--- config.mk ---
export PLATFORM = sky130hd
export DESIGN_NAME = fft8_top
export DESIGN_NICKNAME = d
export VERILOG_FILES = /design/src/logic/fft_num_pkg.sv /design/src/logic/fft_seq_pkg.sv /design/src/logic/sdf_stage.sv /design/src/logic/fft_frame_seq.sv /design/src/logic/fft8_top.sv
export SDC_FILE = /design/constraint.sdc
export NUM_CORES = 2
export LEC_CHECK = 0
export BUFFER_PORTS_ARGS = -buffer_cell sky130_fd_sc_hd__buf_2
export CORE_ASPECT_RATIO = 1.25
export CORE_MARGIN = 4
export CORE_UTILIZATION = 35
export CTS_BUF_LIST = sky130_fd_sc_hd__clkbuf_16
export CTS_CLUSTER_DIAMETER = 100
export CTS_CLUSTER_SIZE = 16
export DETAILED_ROUTE_END_ITERATION = 7
export MAX_ROUTING_LAYER = met4
export PLACE_DENSITY_LB_ADDON = 0.12
export SETUP_SLACK_MARGIN = 0.15
export SYNTH_ARGS = -nofsm -noshare
export SYNTH_HDL_FRONTEND = slang
export SYNTH_SLANG_ARGS = --single-unit
--- constraint.sdc ---
create_clock -name clk -period 8.8 [get_ports clk]
set_input_delay 0.44 -clock clk [delete_from_list [all_inputs] [get_ports clk]]
set_output_delay 0.44 -clock clk [all_outputs]
set_load 0.005 [all_outputs]
--- src/logic/fft_num_pkg.sv ---
// fixed-point number formats for the 8-point FFT datapath
// per-stage sample types and the Q6 twiddle table
package fft_num_pkg;

  // input samples are signed Q5.8
  localparam int int_width  = 5;
  localparam int frac_width = 8;
  localparam int in_width   = int_width + frac_width;

  // each butterfly stage adds one bit of headroom
  typedef logic signed [in_width-1:0] in_t;
  typedef logic signed [in_width:0]   s1_t;
  typedef logic signed [in_width+1:0] s2_t;
  typedef logic signed [in_width+2:0] s3_t;

  localparam int tw_width = 8;
  localparam int tw_shift = 6;

  // W8^k for k = 0..3, scaled by 2^tw_shift
  localparam logic signed [tw_width-1:0] tw_re_table [4] = '{
    8'sd64, 8'sd45, 8'sd0, -8'sd45
  };
  localparam logic signed [tw_width-1:0] tw_im_table [4] = '{
    8'sd0, -8'sd45, -8'sd64, -8'sd45
  };

endpackage

--- src/logic/fft_seq_pkg.sv ---
// frame sequencing definitions for the 8-point FFT
// frame length, sequencer states and sample counter
package fft_seq_pkg;

  localparam int frame_len  = 8;
  localparam int frame_bits = $clog2(frame_len);

  // frame sequencer states
  typedef enum logic [1:0] {
    seq_idle,
    seq_load,
    seq_compute,
    seq_unload
  } seq_state_t;

  // counts samples within one frame
  typedef logic [frame_bits-1:0] frame_cnt_t;

endpackage

--- src/logic/sdf_stage.sv ---
`timescale 1ns/1ps

// radix-2 DIF single-path delay-feedback butterfly stage
// difference path is rotated by a W8 twiddle, output one bit wider
module sdf_stage #(
  parameter int  delay_depth  = 4,
  parameter type in_sample_t  = fft_num_pkg::in_t,
  parameter type out_sample_t = fft_num_pkg::s1_t
) (
  input  logic        clk,
  input  logic        rst_n,
  input  logic        in_valid,
  input  in_sample_t  in_re,
  input  in_sample_t  in_im,
  output logic        out_valid,
  output out_sample_t out_re,
  output out_sample_t out_im
);

  localparam int cnt_w     = (delay_depth > 1) ? $clog2(delay_depth) : 1;
  localparam int tw_bits   = $clog2(fft_seq_pkg::frame_len / 2);
  localparam int tw_stride = fft_seq_pkg::frame_len / 2 / delay_depth;
  localparam int prod_w    = $bits(out_sample_t) + fft_num_pkg::tw_width + 1;

  typedef enum logic [1:0] {
    st_idle,
    st_fill,
    st_bfly,
    st_flush
  } stage_state_t;

  stage_state_t     state, state_nxt;
  logic [cnt_w-1:0] cnt, cnt_nxt;
  logic             pend, pend_nxt;
  logic             last;
  logic             fill_go, bfly_go, flush_go, step;
  logic             out_valid_nxt;

  // delay line, index 0 is the newest entry
  out_sample_t line_re [delay_depth];
  out_sample_t line_im [delay_depth];
  out_sample_t push_re, push_im;

  out_sample_t x_re, x_im;
  out_sample_t sum_re, sum_im, dif_re, dif_im;
  out_sample_t rot_re, rot_im;

  logic [tw_bits-1:0]                      tw_idx;
  logic signed [fft_num_pkg::tw_width-1:0] tw_re, tw_im;
  logic signed [prod_w-1:0]                prod_re, prod_im;

  assign last = (cnt == cnt_w'(delay_depth - 1));

  // butterfly between the oldest stored sample and the new one
  assign x_re   = out_sample_t'(in_re);
  assign x_im   = out_sample_t'(in_im);
  assign sum_re = line_re[delay_depth-1] + x_re;
  assign sum_im = line_im[delay_depth-1] + x_im;
  assign dif_re = line_re[delay_depth-1] - x_re;
  assign dif_im = line_im[delay_depth-1] - x_im;

  // twiddle for difference k is W8^(k * stride)
  assign tw_idx = tw_bits'(cnt * tw_stride);
  assign tw_re  = fft_num_pkg::tw_re_table[tw_idx];
  assign tw_im  = fft_num_pkg::tw_im_table[tw_idx];

  assign prod_re = line_re[delay_depth-1] * tw_re - line_im[delay_depth-1] * tw_im;
  assign prod_im = line_re[delay_depth-1] * tw_im + line_im[delay_depth-1] * tw_re;
  // floor shift back to sample scale, then wrap to output width
  assign rot_re  = out_sample_t'(prod_re >>> fft_num_pkg::tw_shift);
  assign rot_im  = out_sample_t'(prod_im >>> fft_num_pkg::tw_shift);

  // fill also drains differences left by the previous block
  assign fill_go  = (state == st_idle || state == st_fill) && in_valid;
  assign bfly_go  = (state == st_bfly) && in_valid;
  assign flush_go = (state == st_flush) || (state == st_fill && pend && !in_valid);
  assign step     = fill_go || bfly_go || flush_go;

  always_comb begin
    state_nxt     = state;
    cnt_nxt       = cnt;
    pend_nxt      = pend;
    push_re       = x_re;
    push_im       = x_im;
    out_valid_nxt = bfly_go || flush_go || (fill_go && pend);
    if (bfly_go) begin
      push_re = dif_re;
      push_im = dif_im;
    end else if (flush_go) begin
      push_re = '0;
      push_im = '0;
    end
    if (step) begin
      cnt_nxt = last ? '0 : cnt + 1'b1;
      if (fill_go) begin
        state_nxt = last ? st_bfly : st_fill;
        pend_nxt  = last ? 1'b0 : pend;
      end else if (bfly_go) begin
        // differences now wait in the line for the next half
        state_nxt = last ? st_fill : st_bfly;
        pend_nxt  = last;
      end else begin
        state_nxt = last ? st_idle : st_flush;
        pend_nxt  = !last;
      end
    end
  end

  always_ff @(posedge clk or negedge rst_n) begin
    if (!rst_n) begin
      state     <= st_idle;
      cnt       <= '0;
      pend      <= 1'b0;
      out_valid <= 1'b0;
    end else begin
      state     <= state_nxt;
      cnt       <= cnt_nxt;
      pend      <= pend_nxt;
      out_valid <= out_valid_nxt;
    end
  end

  always_ff @(posedge clk) begin
    if (step) begin
      line_re[0] <= push_re;
      line_im[0] <= push_im;
      for (int i = 1; i < delay_depth; i++) begin
        line_re[i] <= line_re[i-1];
        line_im[i] <= line_im[i-1];
      end
    end
    out_re <= bfly_go ? sum_re : rot_re;
    out_im <= bfly_go ? sum_im : rot_im;
  end

endmodule

--- src/logic/fft_frame_seq.sv ---
`timescale 1ns/1ps

// frame sequencer, accepts one frame and feeds stage 1
// collects bit-reversed stage 3 results and plays them out in natural order
module fft_frame_seq (
  input  logic             clk,
  input  logic             rst_n,
  input  logic             valid_in,
  input  fft_num_pkg::in_t data_in_re,
  input  fft_num_pkg::in_t data_in_im,
  output logic             ready,
  output logic             fe_valid,
  output fft_num_pkg::in_t fe_re,
  output fft_num_pkg::in_t fe_im,
  input  logic             be_valid,
  input  fft_num_pkg::s3_t be_re,
  input  fft_num_pkg::s3_t be_im,
  output logic             valid_out,
  output fft_num_pkg::s3_t data_out_re,
  output fft_num_pkg::s3_t data_out_im
);

  fft_seq_pkg::seq_state_t state;
  fft_seq_pkg::frame_cnt_t cnt;
  fft_seq_pkg::frame_cnt_t wr_slot, rd_slot;

  logic take, take_q;
  logic cnt_last;
  logic res_wr, out_load;

  fft_num_pkg::in_t in_re_q, in_im_q;

  // result buffer in natural bin order
  fft_num_pkg::s3_t res_re [fft_seq_pkg::frame_len];
  fft_num_pkg::s3_t res_im [fft_seq_pkg::frame_len];

  assign ready    = (state == fft_seq_pkg::seq_idle);
  // source holds valid_in for the whole frame once it starts
  assign take     = (ready && valid_in) || (state == fft_seq_pkg::seq_load);
  assign cnt_last = (cnt == fft_seq_pkg::frame_cnt_t'(fft_seq_pkg::frame_len - 1));

  // n-th result belongs to bin bitrev(n)
  assign wr_slot  = {<<{cnt}};
  assign res_wr   = (state == fft_seq_pkg::seq_compute) && be_valid;
  // bin 0 goes out together with the last write
  assign out_load = (res_wr && cnt_last) ||
                    (state == fft_seq_pkg::seq_unload && cnt != '0);
  assign rd_slot  = (state == fft_seq_pkg::seq_unload) ? cnt : '0;

  always_ff @(posedge clk or negedge rst_n) begin
    if (!rst_n) begin
      state     <= fft_seq_pkg::seq_idle;
      cnt       <= '0;
      take_q    <= 1'b0;
      fe_valid  <= 1'b0;
      valid_out <= 1'b0;
    end else begin
      take_q    <= take;
      fe_valid  <= take_q;
      valid_out <= out_load;
      case (state)
        fft_seq_pkg::seq_idle: begin
          if (valid_in) begin
            state <= fft_seq_pkg::seq_load;
            cnt   <= fft_seq_pkg::frame_cnt_t'(1);
          end
        end
        fft_seq_pkg::seq_load: begin
          // wraps to zero for the compute phase
          cnt <= cnt + 1'b1;
          if (cnt_last) state <= fft_seq_pkg::seq_compute;
        end
        fft_seq_pkg::seq_compute: begin
          if (be_valid) begin
            cnt <= cnt + 1'b1;
            if (cnt_last) begin
              state <= fft_seq_pkg::seq_unload;
              cnt   <= fft_seq_pkg::frame_cnt_t'(1);
            end
          end
        end
        default: begin
          // one idle cycle after bin 7 before ready returns
          if (cnt == '0) state <= fft_seq_pkg::seq_idle;
          else cnt <= cnt + 1'b1;
        end
      endcase
    end
  end

  always_ff @(posedge clk) begin
    in_re_q <= data_in_re;
    in_im_q <= data_in_im;
    fe_re   <= in_re_q;
    fe_im   <= in_im_q;
    if (res_wr) begin
      res_re[wr_slot] <= be_re;
      res_im[wr_slot] <= be_im;
    end
    if (out_load) begin
      data_out_re <= res_re[rd_slot];
      data_out_im <= res_im[rd_slot];
    end
  end

endmodule

--- src/logic/fft8_top.sv ---
`timescale 1ns/1ps

// streaming 8-point radix-2 DIF FFT
// frame sequencer driving three delay-feedback stages of depth 4, 2 and 1
module fft8_top (
  input  logic             clk,
  input  logic             rst_n,
  input  logic             valid_in,
  input  fft_num_pkg::in_t data_in_re,
  input  fft_num_pkg::in_t data_in_im,
  output logic             ready,
  output logic             valid_out,
  output fft_num_pkg::s3_t data_out_re,
  output fft_num_pkg::s3_t data_out_im
);

  // sequencer to stage 1
  logic             fe_valid;
  fft_num_pkg::in_t fe_re, fe_im;

  // between stages
  logic             s1_valid, s2_valid;
  fft_num_pkg::s1_t s1_re, s1_im;
  fft_num_pkg::s2_t s2_re, s2_im;

  // stage 3 back to the sequencer, bit-reversed order
  logic             be_valid;
  fft_num_pkg::s3_t be_re, be_im;

  fft_frame_seq seq_i (
    .clk         (clk),
    .rst_n       (rst_n),
    .valid_in    (valid_in),
    .data_in_re  (data_in_re),
    .data_in_im  (data_in_im),
    .ready       (ready),
    .fe_valid    (fe_valid),
    .fe_re       (fe_re),
    .fe_im       (fe_im),
    .be_valid    (be_valid),
    .be_re       (be_re),
    .be_im       (be_im),
    .valid_out   (valid_out),
    .data_out_re (data_out_re),
    .data_out_im (data_out_im)
  );

  sdf_stage #(
    .delay_depth  (4),
    .in_sample_t  (fft_num_pkg::in_t),
    .out_sample_t (fft_num_pkg::s1_t)
  ) stage1_i (
    .clk       (clk),
    .rst_n     (rst_n),
    .in_valid  (fe_valid),
    .in_re     (fe_re),
    .in_im     (fe_im),
    .out_valid (s1_valid),
    .out_re    (s1_re),
    .out_im    (s1_im)
  );

  sdf_stage #(
    .delay_depth  (2),
    .in_sample_t  (fft_num_pkg::s1_t),
    .out_sample_t (fft_num_pkg::s2_t)
  ) stage2_i (
    .clk       (clk),
    .rst_n     (rst_n),
    .in_valid  (s1_valid),
    .in_re     (s1_re),
    .in_im     (s1_im),
    .out_valid (s2_valid),
    .out_re    (s2_re),
    .out_im    (s2_im)
  );

  sdf_stage #(
    .delay_depth  (1),
    .in_sample_t  (fft_num_pkg::s2_t),
    .out_sample_t (fft_num_pkg::s3_t)
  ) stage3_i (
    .clk       (clk),
    .rst_n     (rst_n),
    .in_valid  (s2_valid),
    .in_re     (s2_re),
    .in_im     (s2_im),
    .out_valid (be_valid),
    .out_re    (be_re),
    .out_im    (be_im)
  );

endmodule

==> impl_metrics.env <==
export IMPL_hold_end="seq_i.take_q$_DFF_PN0_"
export IMPL_root_buffer="clkbuf_16"
export IMPL_r2r_slack_ps=1130
export IMPL_cts_hold_buf=27
export IMPL_yosys_area_top_type="edfxtp_1"
export IMPL_arrival_ps=8220
export IMPL_crit_required_ps=9350
export IMPL_fp_coreArea_mm2=0.129
export IMPL_fp_row_count=147
export IMPL_r2r_end="stage1_i.out_re[12]$_DFF_P_"
export IMPL_vias=28632
export IMPL_grt_usage=0.179
export IMPL_io_pin_count=63
export IMPL_ys_flop_type="edfxtp_1"
export IMPL_ys_seq_area_frac=0.398
export IMPL_synth_most_common_cell="inv_1"
export IMPL_r2r_cells=23
export IMPL_finalWirelength_um=116000
export IMPL_die_w_um=331
export IMPL_finalWeightedCongestion=0.834
export IMPL_htreeDepth=2
export IMPL_path_class="reg2reg"
export IMPL_ctsResizeCount=0
export IMPL_drv_slew=0
export IMPL_synthTopCellsByArea="edfxtp_1 32%, fa_1 15%, ha_1 13%"
export IMPL_fmax_mhz=130
export IMPL_grt_pass1_vias=30828
export IMPL_grt_max_degree=74
export IMPL_synth_top_area_frac=0.323
export IMPL_hold_class="in2reg"
export IMPL_dieArea_mm2=0.136
export IMPL_fin_crit_sh=0.872
export IMPL_synth_edf_count=492
export IMPL_worstReg2RegStart="stage1_i.cnt[0]$_DFFE_PN0N_"
export IMPL_fin_crit_ps=7670
export IMPL_final_nets=4988
export IMPL_cts_tree="done"
export IMPL_postPlaceCellArea_mm2=0.0480
export IMPL_ys_warn_count=0
export IMPL_first_iter_violations=1308
export IMPL_status="finished, final reports clean"
export IMPL_worstPathMaxFanout=29
export IMPL_vias_per_cell=4.84
export IMPL_worstSkewPairLatency_ps=650
export IMPL_fill_cells=12804
export IMPL_worstMarginPinSlew_ps=989
export IMPL_grt_pass1_wl_um=181000
export IMPL_syn_nets=4948
export IMPL_worstSetupEndpointType="flop"
export IMPL_initial_utilization=0.354
export IMPL_avgSynthCellArea_um2=11.1
export IMPL_ys_seq_elements=656
export IMPL_cts_buffer_depth=3
export IMPL_relSlewSlack=0.339
export IMPL_hold_violations=0
export IMPL_finalClockSkew_ps=40.4
export IMPL_syn_instance_count=4122
export IMPL_yosys_top_cells_count="708 x inv_1, 492 x edfxtp_1, 460 x ha_1"
export IMPL_grt_ovfl_total=0
export IMPL_clkTransAtPathRegs_ps=80
export IMPL_async_flop_share=0.0335
export IMPL_hp_start="valid_in"
export IMPL_layout_drive_gt1_share=0.0728
export IMPL_drc=0
export IMPL_area_growth_pct=8.81
export IMPL_min_delay_path_depth=2
export IMPL_firstDrtPassIters=5
export IMPL_grt_antenna_before_repair=2
export IMPL_maxCapViolCount=0
export IMPL_dp_hpwl_um=87900
export IMPL_fin_setup_tns_ps=0
export IMPL_clkSinkCount=656
export IMPL_setup_viol=0
export IMPL_io_buffers=62
export IMPL_post_cts_setup_buffer_count=0
export IMPL_avgRoutedWirePerCell_um=19.7
export IMPL_netlist_area_mm2=0.0457
export IMPL_synth_distinct_cells=82
export IMPL_antenna_left=0
export IMPL_rsz0062_at_grt="no"
export IMPL_cts_buffers=49
export IMPL_post_route_cell_area_mm2=0.0497
export IMPL_cp_start_kind="flop"
export IMPL_dieHeight_um=412
[cells by family after synthesis]
family,count (synthesis),synth area share
XOR/XNOR,232,0.0448
other,2,0.000164
AO/OA/AOI/OAI,563,0.0768
multiplexers,110,0.0425
buffers and inverters,845,0.0695
AND/OR/NAND/NOR,916,0.0948
flip-flops,656,0.398
adder cells (fa/ha/maj),798,0.274
[metrics by stage]
step           instances  hold WS (ps)  worst slack [ps]   util
4_1_cts             5915          36.0              1110  0.385
6_report            5916          99.0              1130  0.385
5_1_grt             5916          64.5               706  0.385
3_3_place_gp        5797           313              1300  0.372
2_1_floorplan       4122           144              1720      -
3_5_place_dp        5797           312              1140  0.372
[flip-flops by register name (all words and copies together), names as in the netlist, 3 cells and up]
signal / flops
stage1_i.out_re: 14
stage1_i.line_re: 56
stage3_i.line_re: 16
stage3_i.out_im: 16
seq_i.res_re: 128
stage3_i.out_re: 16
seq_i.data_out_im: 16
stage2_i.line_im: 30
stage2_i.out_re: 15
seq_i.cnt: 3
seq_i.fe_re: 13
stage2_i.out_im: 15
seq_i.in_im_q: 13
seq_i.fe_im: 13
stage1_i.line_im: 56
stage2_i.line_re: 30
stage1_i.out_im: 14
stage3_i.line_im: 16
seq_i.res_im: 128
seq_i.in_re_q: 13
seq_i.data_out_re: 16
[critical path, stage by stage, from the launching register on]
cell	delay [ps]
dfrtp_1	730
clkinv_1	410
ha_2	890
nor2b_1	140
fa_1	530
inv_1	50
fa_1	470
fa_1	520
inv_1	50
fa_1	490
fa_1	490
inv_1	50
fa_1	470
inv_1	40
ha_1	330
a21o_1	190
a21o_1	170
o21ai_0	190
o211ai_1	190
a31oi_1	490
nor2b_1	100
o21ai_0	260
a211oi_1	110
a21o_1	180
[final cells by class]
cell class	count	area [µm²]	share of cell area
well taps	1713	2140	0.0431
clock inverters	41	221	0.00445
clock buffers	50	1250	0.0252
inverters	712	2670	0.0538
multi-input cells	2621	24400	0.491
diodes	1	2.50	0.0000503
repair buffers	122	828	0.0167
flip-flops and latches	656	18200	0.365
[routing by layer]
metal  up-vias  global-route usage  part of all wire
met1     14367               0.196              0.40
met2       339               0.345              0.56
li1      13789                   -                 -
met5         -                   -                 0
met4         0              0.0395             0.021
met3       137              0.0166             0.024
[cell usage in the layout, fill, tap and decap left out, types with 140 or more instances in the layout]
cell | synthesis | final
inv_1 | 708 | 741
nor2_1 | 259 | 252
fa_1 | 337 | 337
a21oi_1 | 140 | 140
dfxtp_1 | 142 | 142
xnor2_1 | 166 | 166
ha_1 | 460 | 458
nand2_1 | 279 | 275
edfxtp_1 | 492 | 492
o21ai_0 | 197 | 197
[how the worst max path moves through the flow]
stage / start / endpoint / cells past startpoint
2_1_floorplan: stage1_i.cnt[0]$_DFFE_PN0N_ / stage1_i.out_im[13]$_DFF_P_ / 23
3_3_place_gp: stage1_i.cnt[0]$_DFFE_PN0N_ / stage1_i.out_re[13]$_DFF_P_ / 23
4_1_cts: stage1_i.cnt[0]$_DFFE_PN0N_ / stage1_i.out_re[12]$_DFF_P_ / 23
5_1_grt: stage1_i.cnt[0]$_DFFE_PN0N_ / stage1_i.out_re[12]$_DFF_P_ / 23
3_5_place_dp: stage1_i.cnt[0]$_DFFE_PN0N_ / stage1_i.out_re[12]$_DFF_P_ / 23
6_report: stage1_i.cnt[0]$_DFFE_PN0N_ / stage1_i.out_re[12]$_DFF_P_ / 23
Power is left out: the tool's default activity adds up to more than one toggle a clock period on the data nets, which glitch-free logic cannot reach.
